`src/game2048_params.svh`:
```
`ifndef GAME2048_PARAMS_SVH
`define GAME2048_PARAMS_SVH

// Board side in cells
`define GAME_N 4

// Bits per tile exponent
`define GAME_TILE_W 4

// Byte address width of the register slave
`define GAME_AXI_AW 5

`endif
```
`src/game2048_pkg.sv`:
```
`default_nettype none
`include "game2048_params.svh"

package game2048_pkg;

	typedef logic [`GAME_TILE_W-1:0] tile_t;

	// Element 0 is the end tiles slide toward
	typedef tile_t [`GAME_N-1:0] line_t;

	// Cell r*N+c, row 0 on top
	typedef tile_t [`GAME_N*`GAME_N-1:0] board_t;

	typedef enum logic [1:0] {
		DIR_LEFT  = 2'd0,
		DIR_RIGHT = 2'd1,
		DIR_UP    = 2'd2,
		DIR_DOWN  = 2'd3
	} dir_t;

	typedef logic [31:0] score_t;

	// Board cell holding element k of oriented line i
	function automatic int unsigned cell_index(dir_t d, int unsigned i, int unsigned k);
		case (d)
			DIR_LEFT:  return i * `GAME_N + k;
			DIR_RIGHT: return i * `GAME_N + (`GAME_N - 1 - k);
			DIR_UP:    return k * `GAME_N + i;
			default:   return (`GAME_N - 1 - k) * `GAME_N + i;
		endcase
	endfunction

endpackage

`default_nettype wire

```
`src/line_lane_if.sv`:
```
`default_nettype none

interface line_lane_if;
	import game2048_pkg::*;

	logic   in_valid;
	line_t  in_line;
	logic   out_valid;
	line_t  out_line;
	score_t out_gain;
	logic   out_moved;

	modport feed (output in_valid, output in_line);

	modport merge (
		input  in_valid,
		input  in_line,
		output out_valid,
		output out_line,
		output out_gain,
		output out_moved
	);

	// in_valid too, so the updater sees a move in its first stage
	modport drain (input in_valid, input out_valid, input out_line, input out_gain, input out_moved);

endinterface

`default_nettype wire

```
`src/game2048_core.sv`:
```
`default_nettype none
`include "game2048_params.svh"

module game2048_core (
	input  wire                    clk_sys,
	input  wire                    rst_n,
	input  wire [`GAME_AXI_AW-1:0] awaddr,
	input  wire                    awvalid,
	output logic                   awready,
	input  wire [31:0]             wdata,
	input  wire [3:0]              wstrb,
	input  wire                    wvalid,
	output logic                   wready,
	output logic [1:0]             bresp,
	output logic                   bvalid,
	input  wire                    bready,
	input  wire [`GAME_AXI_AW-1:0] araddr,
	input  wire                    arvalid,
	output logic                   arready,
	output logic [31:0]            rdata,
	output logic [1:0]             rresp,
	output logic                   rvalid,
	input  wire                    rready
);
	import game2048_pkg::*;

	board_t      board;
	score_t      score;
	dir_t        move_dir;
	dir_t        dir;
	logic        busy;
	logic        game_over;
	logic        last_moved;
	logic        move_start;
	logic        load_lo;
	logic        load_hi;
	logic        seed_load;
	logic [31:0] wdata_word;

	line_lane_if lane [`GAME_N] ();

	game2048_axil_regs u_regs (
		.clk_sys    (clk_sys),
		.rst_n      (rst_n),
		.awaddr     (awaddr),
		.awvalid    (awvalid),
		.awready    (awready),
		.wdata      (wdata),
		.wstrb      (wstrb),
		.wvalid     (wvalid),
		.wready     (wready),
		.bresp      (bresp),
		.bvalid     (bvalid),
		.bready     (bready),
		.araddr     (araddr),
		.arvalid    (arvalid),
		.arready    (arready),
		.rdata      (rdata),
		.rresp      (rresp),
		.rvalid     (rvalid),
		.rready     (rready),
		.busy       (busy),
		.board      (board),
		.score      (score),
		.game_over  (game_over),
		.last_moved (last_moved),
		.move_start (move_start),
		.move_dir   (move_dir),
		.load_lo    (load_lo),
		.load_hi    (load_hi),
		.seed_load  (seed_load),
		.wdata_word (wdata_word)
	);

	move_dispatch u_dispatch (
		.clk_sys    (clk_sys),
		.rst_n      (rst_n),
		.move_start (move_start),
		.move_dir   (move_dir),
		.board      (board),
		.dir        (dir),
		.lane       (lane)
	);

	for (genvar i = 0; i < `GAME_N; i++) begin : g_merge
		line_merge u_merge (
			.clk_sys (clk_sys),
			.rst_n   (rst_n),
			.lane    (lane[i])
		);
	end

	board_update u_update (
		.clk_sys    (clk_sys),
		.rst_n      (rst_n),
		.lane       (lane),
		.dir        (dir),
		.load_lo    (load_lo),
		.load_hi    (load_hi),
		.seed_load  (seed_load),
		.wdata_word (wdata_word),
		.board      (board),
		.score      (score),
		.game_over  (game_over),
		.last_moved (last_moved),
		.busy       (busy)
	);

endmodule

`default_nettype wire

```
`src/board_update.sv`:
```
`default_nettype none
`include "game2048_params.svh"

module board_update (
	input  wire                     clk_sys,
	input  wire                     rst_n,
	line_lane_if.drain              lane [`GAME_N],
	input  wire game2048_pkg::dir_t dir,
	input  wire                     load_lo,
	input  wire                     load_hi,
	input  wire                     seed_load,
	input  wire [31:0]              wdata_word,
	output game2048_pkg::board_t    board,
	output game2048_pkg::score_t    score,
	output logic                    game_over,
	output logic                    last_moved,
	output logic                    busy
);
	import game2048_pkg::*;

	localparam int CELLS = `GAME_N * `GAME_N;
	localparam int HALF = CELLS / 2;
	localparam int PW = $clog2(CELLS);
	localparam logic [15:0] LFSR_TAPS = 16'hB400;
	localparam logic [15:0] LFSR_INIT = 16'h0001;

	line_t             merged [`GAME_N];
	score_t            lane_gain [`GAME_N];
	logic [`GAME_N-1:0] lane_moved;
	logic [`GAME_N-1:0] lane_in_valid;
	logic [`GAME_N-1:0] lane_out_valid;

	logic        commit;
	logic        any_moved;
	score_t      gain_sum;
	logic [15:0] lfsr;
	logic [15:0] lfsr_next;
	board_t      slid;
	board_t      spawn_board;
	board_t      board_next;

	// No empty cell and no equal neighbor
	function automatic logic board_stuck(board_t b);
		logic stuck;
		stuck = 1'b1;
		for (int c = 0; c < CELLS; c++) begin
			if (b[c] == '0)
				stuck = 1'b0;
		end
		for (int r = 0; r < `GAME_N; r++) begin
			for (int c = 0; c < `GAME_N - 1; c++) begin
				if (b[r * `GAME_N + c] == b[r * `GAME_N + c + 1])
					stuck = 1'b0;
			end
		end
		for (int r = 0; r < `GAME_N - 1; r++) begin
			for (int c = 0; c < `GAME_N; c++) begin
				if (b[r * `GAME_N + c] == b[(r + 1) * `GAME_N + c])
					stuck = 1'b0;
			end
		end
		return stuck;
	endfunction

	for (genvar i = 0; i < `GAME_N; i++) begin : g_lane
		assign merged[i]         = lane[i].out_line;
		assign lane_gain[i]      = lane[i].out_gain;
		assign lane_moved[i]     = lane[i].out_moved;
		assign lane_in_valid[i]  = lane[i].in_valid;
		assign lane_out_valid[i] = lane[i].out_valid;
	end

	assign busy      = |lane_in_valid | |lane_out_valid;
	assign commit    = &lane_out_valid;
	assign any_moved = |lane_moved;
	assign lfsr_next = {1'b0, lfsr[15:1]} ^ (lfsr[0] ? LFSR_TAPS : 16'h0000);

	// Inverse orientation back onto the grid
	always_comb begin
		slid = '0;
		gain_sum = '0;
		for (int i = 0; i < `GAME_N; i++) begin
			gain_sum = gain_sum + lane_gain[i];
			for (int k = 0; k < `GAME_N; k++)
				slid[cell_index(dir, i, k)] = merged[i][k];
		end
	end

	// First empty cell upward from the random start, wrapping
	always_comb begin : spawn_tile
		logic [PW-1:0] pos;
		logic found;
		spawn_board = slid;
		found = 1'b0;
		for (int j = 0; j < CELLS; j++) begin
			pos = lfsr_next[PW-1:0] + PW'(j);
			if (!found && slid[pos] == '0) begin
				spawn_board[pos] = lfsr_next[4] ? tile_t'(2) : tile_t'(1);
				found = 1'b1;
			end
		end
	end

	always_comb begin
		board_next = board;
		if (commit && any_moved)
			board_next = spawn_board;
		if (load_lo)
			board_next[HALF-1:0] = wdata_word;
		if (load_hi)
			board_next[CELLS-1:HALF] = wdata_word;
	end

	always_ff @(posedge clk_sys) begin
		if (!rst_n) begin
			board      <= '0;
			score      <= '0;
			lfsr       <= LFSR_INIT;
			game_over  <= 1'b0;
			last_moved <= 1'b0;
		end else begin
			board <= board_next;
			if (commit || load_lo || load_hi)
				game_over <= board_stuck(board_next);
			if (load_lo)
				score <= '0;
			else if (commit)
				score <= score + gain_sum;
			if (commit)
				last_moved <= any_moved;
			if (seed_load)
				lfsr <= wdata_word[15:0];
			else if (commit && any_moved)
				lfsr <= lfsr_next;
		end
	end

endmodule

`default_nettype wire

```
`src/line_merge.sv`:
```
`default_nettype none
`include "game2048_params.svh"

module line_merge (
	input wire         clk_sys,
	input wire         rst_n,
	line_lane_if.merge lane
);
	import game2048_pkg::*;

	line_t  compact;
	line_t  merged;
	score_t gain;
	logic   changed;

	function automatic score_t line_mass(line_t l);
		score_t m;
		m = '0;
		for (int k = 0; k < `GAME_N; k++) begin
			if (l[k] != '0)
				m = m + (score_t'(1) << l[k]);
		end
		return m;
	endfunction

	// Slide nonzero tiles toward element 0
	always_comb begin : slide
		int n;
		n = 0;
		compact = '0;
		for (int i = 0; i < `GAME_N; i++) begin
			if (lane.in_line[i] != '0) begin
				compact[n] = lane.in_line[i];
				n++;
			end
		end
	end

	// Each pair merges once, scanning from element 0
	always_comb begin : merge_pairs
		tile_t [`GAME_N:0] ext;
		int n;
		logic skip;
		ext = {tile_t'(0), compact};
		n = 0;
		skip = 1'b0;
		merged = '0;
		gain = '0;
		for (int i = 0; i < `GAME_N; i++) begin
			if (skip) begin
				skip = 1'b0;
			end else if (ext[i] != '0) begin
				if (ext[i] == ext[i + 1] && ext[i] != '1) begin
					merged[n] = ext[i] + 1'b1;
					gain = gain + (score_t'(1) << (ext[i] + 1'b1));
					skip = 1'b1;
				end else begin
					merged[n] = ext[i];
				end
				n++;
			end
		end
	end

	assign changed = merged != lane.in_line;

	always_ff @(posedge clk_sys) begin
		if (!rst_n)
			lane.out_valid <= 1'b0;
		else
			lane.out_valid <= lane.in_valid;
	end

	always_ff @(posedge clk_sys) begin
		if (lane.in_valid) begin
			lane.out_line  <= merged;
			lane.out_gain  <= gain;
			lane.out_moved <= changed;
		end
	end

	// Total tile value is conserved, so no merge wrapped past exponent 15
	assert property (@(posedge clk_sys) disable iff (!rst_n)
		lane.in_valid |=> line_mass(lane.out_line) == $past(line_mass(lane.in_line)));

endmodule

`default_nettype wire

```
`src/move_dispatch.sv`:
```
`default_nettype none
`include "game2048_params.svh"

module move_dispatch (
	input  wire                       clk_sys,
	input  wire                       rst_n,
	input  wire                       move_start,
	input  wire game2048_pkg::dir_t   move_dir,
	input  wire game2048_pkg::board_t board,
	output game2048_pkg::dir_t        dir,
	line_lane_if.feed                 lane [`GAME_N]
);
	import game2048_pkg::*;

	always_ff @(posedge clk_sys) begin
		if (!rst_n)
			dir <= DIR_LEFT;
		else if (move_start)
			dir <= move_dir;
	end

	// One oriented line per merger
	for (genvar i = 0; i < `GAME_N; i++) begin : g_lane
		always_ff @(posedge clk_sys) begin
			if (!rst_n)
				lane[i].in_valid <= 1'b0;
			else
				lane[i].in_valid <= move_start;
		end

		always_ff @(posedge clk_sys) begin
			if (move_start) begin
				for (int k = 0; k < `GAME_N; k++)
					lane[i].in_line[k] <= board[cell_index(move_dir, i, k)];
			end
		end
	end

	// Next move only after the merge and commit stages have drained
	assert property (@(posedge clk_sys) disable iff (!rst_n)
		move_start |=> !move_start [*3]);

endmodule

`default_nettype wire

```
`src/game2048_axil_regs.sv`:
```
`default_nettype none
`include "game2048_params.svh"

module game2048_axil_regs (
	input  wire                          clk_sys,
	input  wire                          rst_n,
	input  wire [`GAME_AXI_AW-1:0]       awaddr,
	input  wire                          awvalid,
	output logic                         awready,
	input  wire [31:0]                   wdata,
	input  wire [3:0]                    wstrb,
	input  wire                          wvalid,
	output logic                         wready,
	output logic [1:0]                   bresp,
	output logic                         bvalid,
	input  wire                          bready,
	input  wire [`GAME_AXI_AW-1:0]       araddr,
	input  wire                          arvalid,
	output logic                         arready,
	output logic [31:0]                  rdata,
	output logic [1:0]                   rresp,
	output logic                         rvalid,
	input  wire                          rready,
	input  wire                          busy,
	input  wire game2048_pkg::board_t    board,
	input  wire game2048_pkg::score_t    score,
	input  wire                          game_over,
	input  wire                          last_moved,
	output logic                         move_start,
	output game2048_pkg::dir_t           move_dir,
	output logic                         load_lo,
	output logic                         load_hi,
	output logic                         seed_load,
	output logic [31:0]                  wdata_word
);
	import game2048_pkg::*;

	localparam int CELLS = `GAME_N * `GAME_N;
	localparam int HALF = CELLS / 2;

	localparam logic [`GAME_AXI_AW-3:0] REG_MOVE     = 'd0;
	localparam logic [`GAME_AXI_AW-3:0] REG_STATUS   = 'd1;
	localparam logic [`GAME_AXI_AW-3:0] REG_SCORE    = 'd2;
	localparam logic [`GAME_AXI_AW-3:0] REG_SEED     = 'd3;
	localparam logic [`GAME_AXI_AW-3:0] REG_BOARD_LO = 'd4;
	localparam logic [`GAME_AXI_AW-3:0] REG_BOARD_HI = 'd5;

	logic                    wr_hs;
	logic                    wr_en;
	logic [`GAME_AXI_AW-3:0] wr_idx;
	logic                    rd_hs;
	logic [31:0]             rd_word;

	// Address and data go together, one response outstanding, none while a move runs
	assign awready = awvalid & wvalid & ~bvalid & ~busy & ~move_start;
	assign wready  = awready;
	assign wr_hs   = awvalid & wvalid & awready;
	assign wr_en   = |wstrb;
	assign wr_idx  = awaddr[`GAME_AXI_AW-1:2];
	assign bresp   = 2'b00;

	assign arready = ~rvalid;
	assign rd_hs   = arvalid & arready;
	assign rresp   = 2'b00;

	always_ff @(posedge clk_sys) begin
		if (!rst_n) begin
			bvalid     <= 1'b0;
			move_start <= 1'b0;
			load_lo    <= 1'b0;
			load_hi    <= 1'b0;
			seed_load  <= 1'b0;
		end else begin
			move_start <= wr_hs && wr_en && wr_idx == REG_MOVE;
			load_lo    <= wr_hs && wr_en && wr_idx == REG_BOARD_LO;
			load_hi    <= wr_hs && wr_en && wr_idx == REG_BOARD_HI;
			seed_load  <= wr_hs && wr_en && wr_idx == REG_SEED;
			if (wr_hs)
				bvalid <= 1'b1;
			else if (bready)
				bvalid <= 1'b0;
		end
	end

	always_ff @(posedge clk_sys) begin
		if (wr_hs) begin
			wdata_word <= wdata;
			move_dir   <= dir_t'(wdata[1:0]);
		end
	end

	always_comb begin
		case (araddr[`GAME_AXI_AW-1:2])
			REG_STATUS:   rd_word = {29'd0, last_moved, game_over, busy | move_start};
			REG_SCORE:    rd_word = score;
			REG_BOARD_LO: rd_word = board[HALF-1:0];
			REG_BOARD_HI: rd_word = board[CELLS-1:HALF];
			default:      rd_word = '0;
		endcase
	end

	always_ff @(posedge clk_sys) begin
		if (!rst_n)
			rvalid <= 1'b0;
		else if (rd_hs)
			rvalid <= 1'b1;
		else if (rready)
			rvalid <= 1'b0;
	end

	always_ff @(posedge clk_sys) begin
		if (rd_hs)
			rdata <= rd_word;
	end

	// Write response held until taken
	assert property (@(posedge clk_sys) disable iff (!rst_n) bvalid && !bready |=> bvalid);

endmodule

`default_nettype wire

```
`config.mk`:
```
export PLATFORM = sky130hd
export DESIGN_NAME = game2048_core
export DESIGN_NICKNAME = d
export VERILOG_FILES = /design/src/game2048_pkg.sv /design/src/line_lane_if.sv /design/src/game2048_core.sv /design/src/board_update.sv /design/src/line_merge.sv /design/src/move_dispatch.sv /design/src/game2048_axil_regs.sv
export VERILOG_INCLUDE_DIRS = /design/src
export SDC_FILE = /design/constraint.sdc
export NUM_CORES = 2
export LEC_CHECK = 0
export ABC_CLOCK_PERIOD_IN_PS = 12500
export BUFFER_PORTS_ARGS = -buffer_cell sky130_fd_sc_hd__buf_2
export CAP_MARGIN = 40
export CORE_MARGIN = 3
export CORE_UTILIZATION = 45
export DETAILED_ROUTE_END_ITERATION = 7
export MAX_ROUTING_LAYER = met4
export SLEW_MARGIN = 10
export SYNTH_ARGS = -nofsm -noshare
export SYNTH_HDL_FRONTEND = slang
export SYNTH_SLANG_ARGS = --single-unit
```
`constraint.sdc`:
```
create_clock -name clk_sys -period 12.5 [get_ports clk_sys]
set_clock_uncertainty 0.15 [all_clocks]
set_input_delay 3.75 -clock clk_sys [delete_from_list [all_inputs] [get_ports clk_sys]]
set_output_delay 3.75 -clock clk_sys [all_outputs]
set_load 0.05 [all_outputs]
```
Word level (Yosys, flattened, before mapping)
Cells that the tools add are included.
- bits in registers: 450
- bits in latches: 0
- memory bits (writable): 0
- ROM bits: 0
- output and inout port bits: 41
- memories kept: 0
- add/subtract/negate cells: 63
- $mul: 0
- divide/modulo/power cells: 0
- order comparisons: 128
- equality and inequality tests: 67
- shift-type cells: 16
- mux-type cells: 542
- bitwise gates (word level): 15
- reduce and logical (&&, ||, !) cells: 189
- operators by type and width (kind ; number):
    $mux 32 ; 86
    $bwmux 64 ; 31
    $mux 64 ; 17
    $mux 16 ; 51
    $bwmux 16 ; 36
    $add 32x32->32 ; 16
    $bmux 4 s4 ; 32
    $demux 4 s4 ; 32
    $ge 32x1->1 const B ; 16
    $lt 32x4->1 const B ; 16
    $lt 32x5->1 const B ; 16
    $shl 1x4->32 const A ; 16
    $mux 4 ; 100
    $add 32x2->32 const B ; 8
    $demux 4 s2 ; 24
    $pmux 4 s3 ; 16
    $lt 4x5->1 const B ; 32
    $eq 4x4->1 ; 36
    $logic_not 4->1 ; 36
    $ge 4x1->1 const B ; 32
    $pmux 32 s4 ; 1
    $pmux 4 s2 ; 16
    $reduce_bool 4->1 ; 32
    $mux 1 ; 99
    28 further kinds ; 223

Logic depth before layout (Yosys ltp)
- depth in word-level cells: 115
- depth in mapped cells: 45
- gate-level depth less buffers: 43

Modules after synthesis
Synthesis repeated with hierarchy kept, for this count alone.
- cell total of the unflattened synthesis: 5757
- area, all modules: 50109.3 sq um
- modules (own cells, without submodules) (module ; times used ; cells each ; area each (sq um)):
    line_merge (g_merge[0].u_merge ...) ; 3 ; 772 ; 6352.3
    board_update ; 1 ; 2320 ; 18476.5
    line_merge (g_merge[3].u_merge) ; 1 ; 757 ; 6162.2
    move_dispatch ; 1 ; 179 ; 3513.4
    game2048_axil_regs ; 1 ; 185 ; 2900.3

Least setup slack after synthesis
OpenSTA, ideal clock, no wires.
- path kind: in2out
- start point: input awvalid
- end point: output wready
- arrival time: 5.274 ns
- data required time: 8.600 ns
- setup slack: 3.326 ns
- stages on the path: 3
- path buffers: 1
- cell sequence: nand2_1 > nor3_1 > buf_4
- longest elaborated chain between the ends: 4
- RTL lines (what ; line ; source):
    start: declaration ; game2048_core.sv:8 ; input wire awvalid,
    $and 1x1->1 (4 in series) ; game2048_axil_regs.sv:55 ; assign awready = awvalid & wvalid & ~bvalid & ~busy & ~move_start;
    end: declaration ; game2048_core.sv:13 ; output logic wready,
Every way passes these cells.

Worst setup path in the final report
- start point: register u_dispatch.lane[0].in_line[4]
- end point: register g_merge[0].u_merge.lane.out_gain[15], data pin
- longest elaborated chain between the ends: 26
- elaborated cells on any way between the ends: 66
- classes of those cells: add/sub (8); order compare (4); eq/ne (7); shift (4); mux (31); reduce/logical (12)
- RTL lines (what ; line ; source):
    start: declaration ; line_lane_if.sv:13 ; modport feed (output in_valid, output in_line);
    start signal: indexed assignment ; move_dispatch.sv:34 ; lane[i].in_line[k] <= board[cell_index(move_dir, i, k)];
    $reduce_bool 4->1 ; line_merge.sv:32 ; if (lane.in_line[i] != '0) begin
    $mux 32 ; line_merge.sv:32 ;
    $add 32x2->32, or another cell as far along ; line_merge.sv:34 ; n++;
    $mux 32 / $logic_and 1x1->1 (equally long branches) ; line_merge.sv:32, line_merge.sv:33 ;
    $ge 32x1->1 (implied by the code), or another cell as far along ; line_merge.sv:33 ; compact[n] = lane.in_line[i];
    $logic_and 1x1->1 (implied by the code) / $demux 4 s2 (equally long branches) ; n/a ;
    $mux 4 (implied by the code) / $bwmux 16 (equally long branches) ; line_merge.sv:33 ;
    $demux 4 s2 / $mux 16 (equally long branches) ; n/a ;
    [11 not listed] ; n/a ;
    $mux 32 ; line_merge.sv:53 ; if (ext[i] == ext[i + 1] && ext[i] != '1) begin
    $mux 32 ; line_merge.sv:52 ; end else if (ext[i] != '0) begin
    $mux 32 ; line_merge.sv:50 ; if (skip) begin
    $add 32x32->32 ; line_merge.sv:55 ; gain = gain + (score_t'(1) << (ext[i] + 1'b1));
    $mux 32 ; line_merge.sv:53 ;
    $mux 32 ; line_merge.sv:52 ;
    $mux 32 (*) ; line_merge.sv:50 ;
    named net g_merge[0].u_merge.gain[15] ; line_merge.sv:13 ; score_t gain;
    end signal: assignment ; line_merge.sv:77 ; lane.out_gain <= gain;
    end: declaration ; line_lane_if.sv:20 ; output out_gain,
The timed path passes the listed nets; every way through them passes the cells marked *.
A chain may end at the register's enable or synchronous reset.

==> results by group <==
Status
  • Status: completed

Global routing
  • First-pass GRT wire length: 270 mm
  • Total global-route track usage: 0.381
  • Number of global-route vias before repair: 38500
  • Antenna violations before repair: 12
  • Largest net degree at the start of global routing: 67
  • Total gr overflow: 0

Synth
  • Post-Synthesis Cell Area: 42900 sq um
  • Mapped Cells: roughly 5000
  • Synth area leaders: edfxtp_1 19%, ha_1 8.2%, dfxtp_1 5.8%, xnor2_1 5.0%, mux4_2 4.6%
  • Top_reg_cell synth: edfxtp_1
  • Post-synth EDFFs: 272
  • Yosys cell types: 114
  • Synthesis warning total: 0
  • Asr flop ratio synth: 0
  • Yosys top cell by area: edfxtp_1
  • Avg Synthesized Cell Area: 8.59 sq um
  • Yosys top cell area share: 0.190
  • FF+latch count, synth: 396
  • Register area share after synthesis: 0.248

Routing
  • Drt drc: 0
  • Antenna viol nets, final: 0
  • Final WL: 188 mm
  • Vias: 41400
  • Vias per inst: 6.57
  • DR pass1 iterations: 8
  • DRT iter0 DRCs: around 6000
  • Drt wl/cell: 29.9 um

Die
  • IO Count: 94
  • Initial Util: 0.457
  • Die ar.: 99100 sq um
  • Cell Rows: 112
  • Die W: between 300 and 400 um
  • Std-Cell Core Area: 93900 sq um
  • Die height: 315 um

Critical path
  • Startpoint type of the worst setup path: register
  • Crit-path max FO: 8
  • Critical Path AT: 10060 ps
  • CP endpoint kind: register
  • CP peak stage delay: around 600 ps
  • CP dominant cell by count: a21oi_1
  • Critical-path top delay cell: or4_1
  • Critical Setup Path Class: register to register
  • Required time worst endpoint: 12730 ps
  • R2r setup slk: between 2000 and 3000 ps

Clock tree
  • Post-CTS Setup Bufs: 0
  • Max clock buf depth: 3
  • Clock Root Buffer: clkbuf_16
  • Depth of the CTS H-tree: 2
  • Sink Count: 396
  • CTS Hold Buffers Added: 0
  • TritonCTS clock tree: done
  • CTS buffer count: 47
  • Skew-Pair Late Insertion Delay: 650 ps
  • Reg clk slew, reported paths: 70 ps
  • Post-CTS Resized: 0

Pwr
  • Leak Pwr: 0.0186 uW
  • Peak supply drop: approximately 100 uV
  • Power per Cell Area: 69.8 nW/um^2

Final layout
  • Layout cells sized above 1: 0.114
  • Commonest non-fill, non-tap cell in the layout: nand2_1
  • Most frequent cells in the layout: 432 x nand2_1, 385 x nor2_1, 340 x a21oi_1
  • P&R area growth vs syn: 8.43%
  • Nets: 5400

STA
  • Final Hold Vio Count: 0
  • Fmax: 102 MHz
  • Hold WS: ~330 ps
  • Min Clock Period, post-route: ~9800 ps
  • Slew @ Worst Pin: 1180 ps
  • Slew Viols, Final: 0
  • Period utilization: 0.787
  • Setup TNS: 0 ps
  • RSZ-0062 raised after global routing: false
  • Rel. slew slack: 0.212
  • Final setup viols: 0

Place
  • Number of port buffers: 85
  • Gpl congestion: 1.06
  • Detailed placer's ending HPWL: 147 mm

Min path
  • Min-Delay Path Class: register to register

Job
  • Max_cap viols: 0
-- critical path, delay by kind of cell, from the launching register on --
| kind | cells | cell delay [ps] |
|---|---|---|
| AOI/OAI and AO/OA | 19 | 3780 |
| xor gates and xnor gates | 1 | 80 |
| adders and majority gates | 5 | 1500 |
| buffers and inverters | 3 | 420 |
| DFF | 1 | 490 |
| muxes | 2 | 680 |
| and+or+nand+nor | 8 | 2440 |
-- per-layer routing --
layer / routed length (um) / vias up / track usage
met5: 0 / - / -
met4: 11800 / 0 / 0.191
met3: 18800 / 503 / 0.0718
met2: 78400 / 2327 / 0.545
met1: 79100 / 20000 / 0.515
li1: - / 18500 / -
-- per-stage QoR --
step           area, sq um  utilization  total power, uW  std cells  worst slack [ps]
3_5_place_dp         44900        0.478             1770       6201              2840
4_1_cts              46500        0.495             3250       6289              2810
5_1_grt              46500        0.496             3330       6299              1900
3_3_place_gp         44600        0.475             1770       6169              2980
6_report             46600        0.496             3250       6300              2660
2_1_floorplan        43000            -             1660       5007              3330
-- report_power, final --
group	leakage [uW]	switching, uW	internal [uW]	total [uW]
registers	0.00351	27.2	1410	1440
logic	0.0143	224	99.3	324
clock network	0.000789	650	842	1490
-- worst paths after layout --
check                           startpoint                              endpoint  depth (start not counted)
max reg2reg  u_dispatch.lane[0].in_line[4]  g_merge[0].u_merge.lane.out_gain[15]                         38
min reg2reg            u_update.last_moved                   u_update.last_moved                          2
max          u_dispatch.lane[0].in_line[4]  g_merge[0].u_merge.lane.out_gain[15]                         38
min                    u_update.last_moved                   u_update.last_moved                          2
-- final cells by class --
class	instances	area, sq um
flip-flops and latches	396	10700
fillers	9083	47300
multi-input cells	4088	30200
diodes	8	20.0
well taps	1254	1570
clock buffers	62	1290
clock inverters	26	340
repair buffers	222	1530
inverters	244	916
-- flip-flops by register name, indices dropped and copies added (netlist names), 2 cells and up --
| name | count |
|---|---|
| u_dispatch.lane.in_line | 64 |
| u_update.lfsr | 16 |
| u_update.board | 64 |
| u_dispatch.dir | 2 |
| g_merge.u_merge.lane.out_moved | 4 |
| u_regs.rdata | 32 |
| g_merge.u_merge.lane.out_line | 64 |
| u_update.score | 32 |
| g_merge.u_merge.lane.out_gain | 76 |
| u_regs.wdata_word | 32 |
-- cells in the mapped netlist, types with 139 or more instances --
library cell  number
nand3_1          139
mux2i_1          147
ha_1             283
o21ai_0          231
edfxtp_1         272
a21oi_1          340
nor3_1           140
nor2_1           389
and2_1           178
xnor2_1          243
inv_1            239
clkbuf_1         192
nand2_1          432
-- kinds of logic (layout without fill, tap and decap cells) --
group	Yosys count	after routing	synth area share
mux	315	315	0.102
other cells	1	20	0.0000873
compound gates	1273	1273	0.202
simple gates	1772	1772	0.210
xor+xnor	368	368	0.0751
fa+ha+maj	348	348	0.113
buf+inv	523	554	0.0502
flops	396	396	0.248
(Power assumes the default switching activity.)
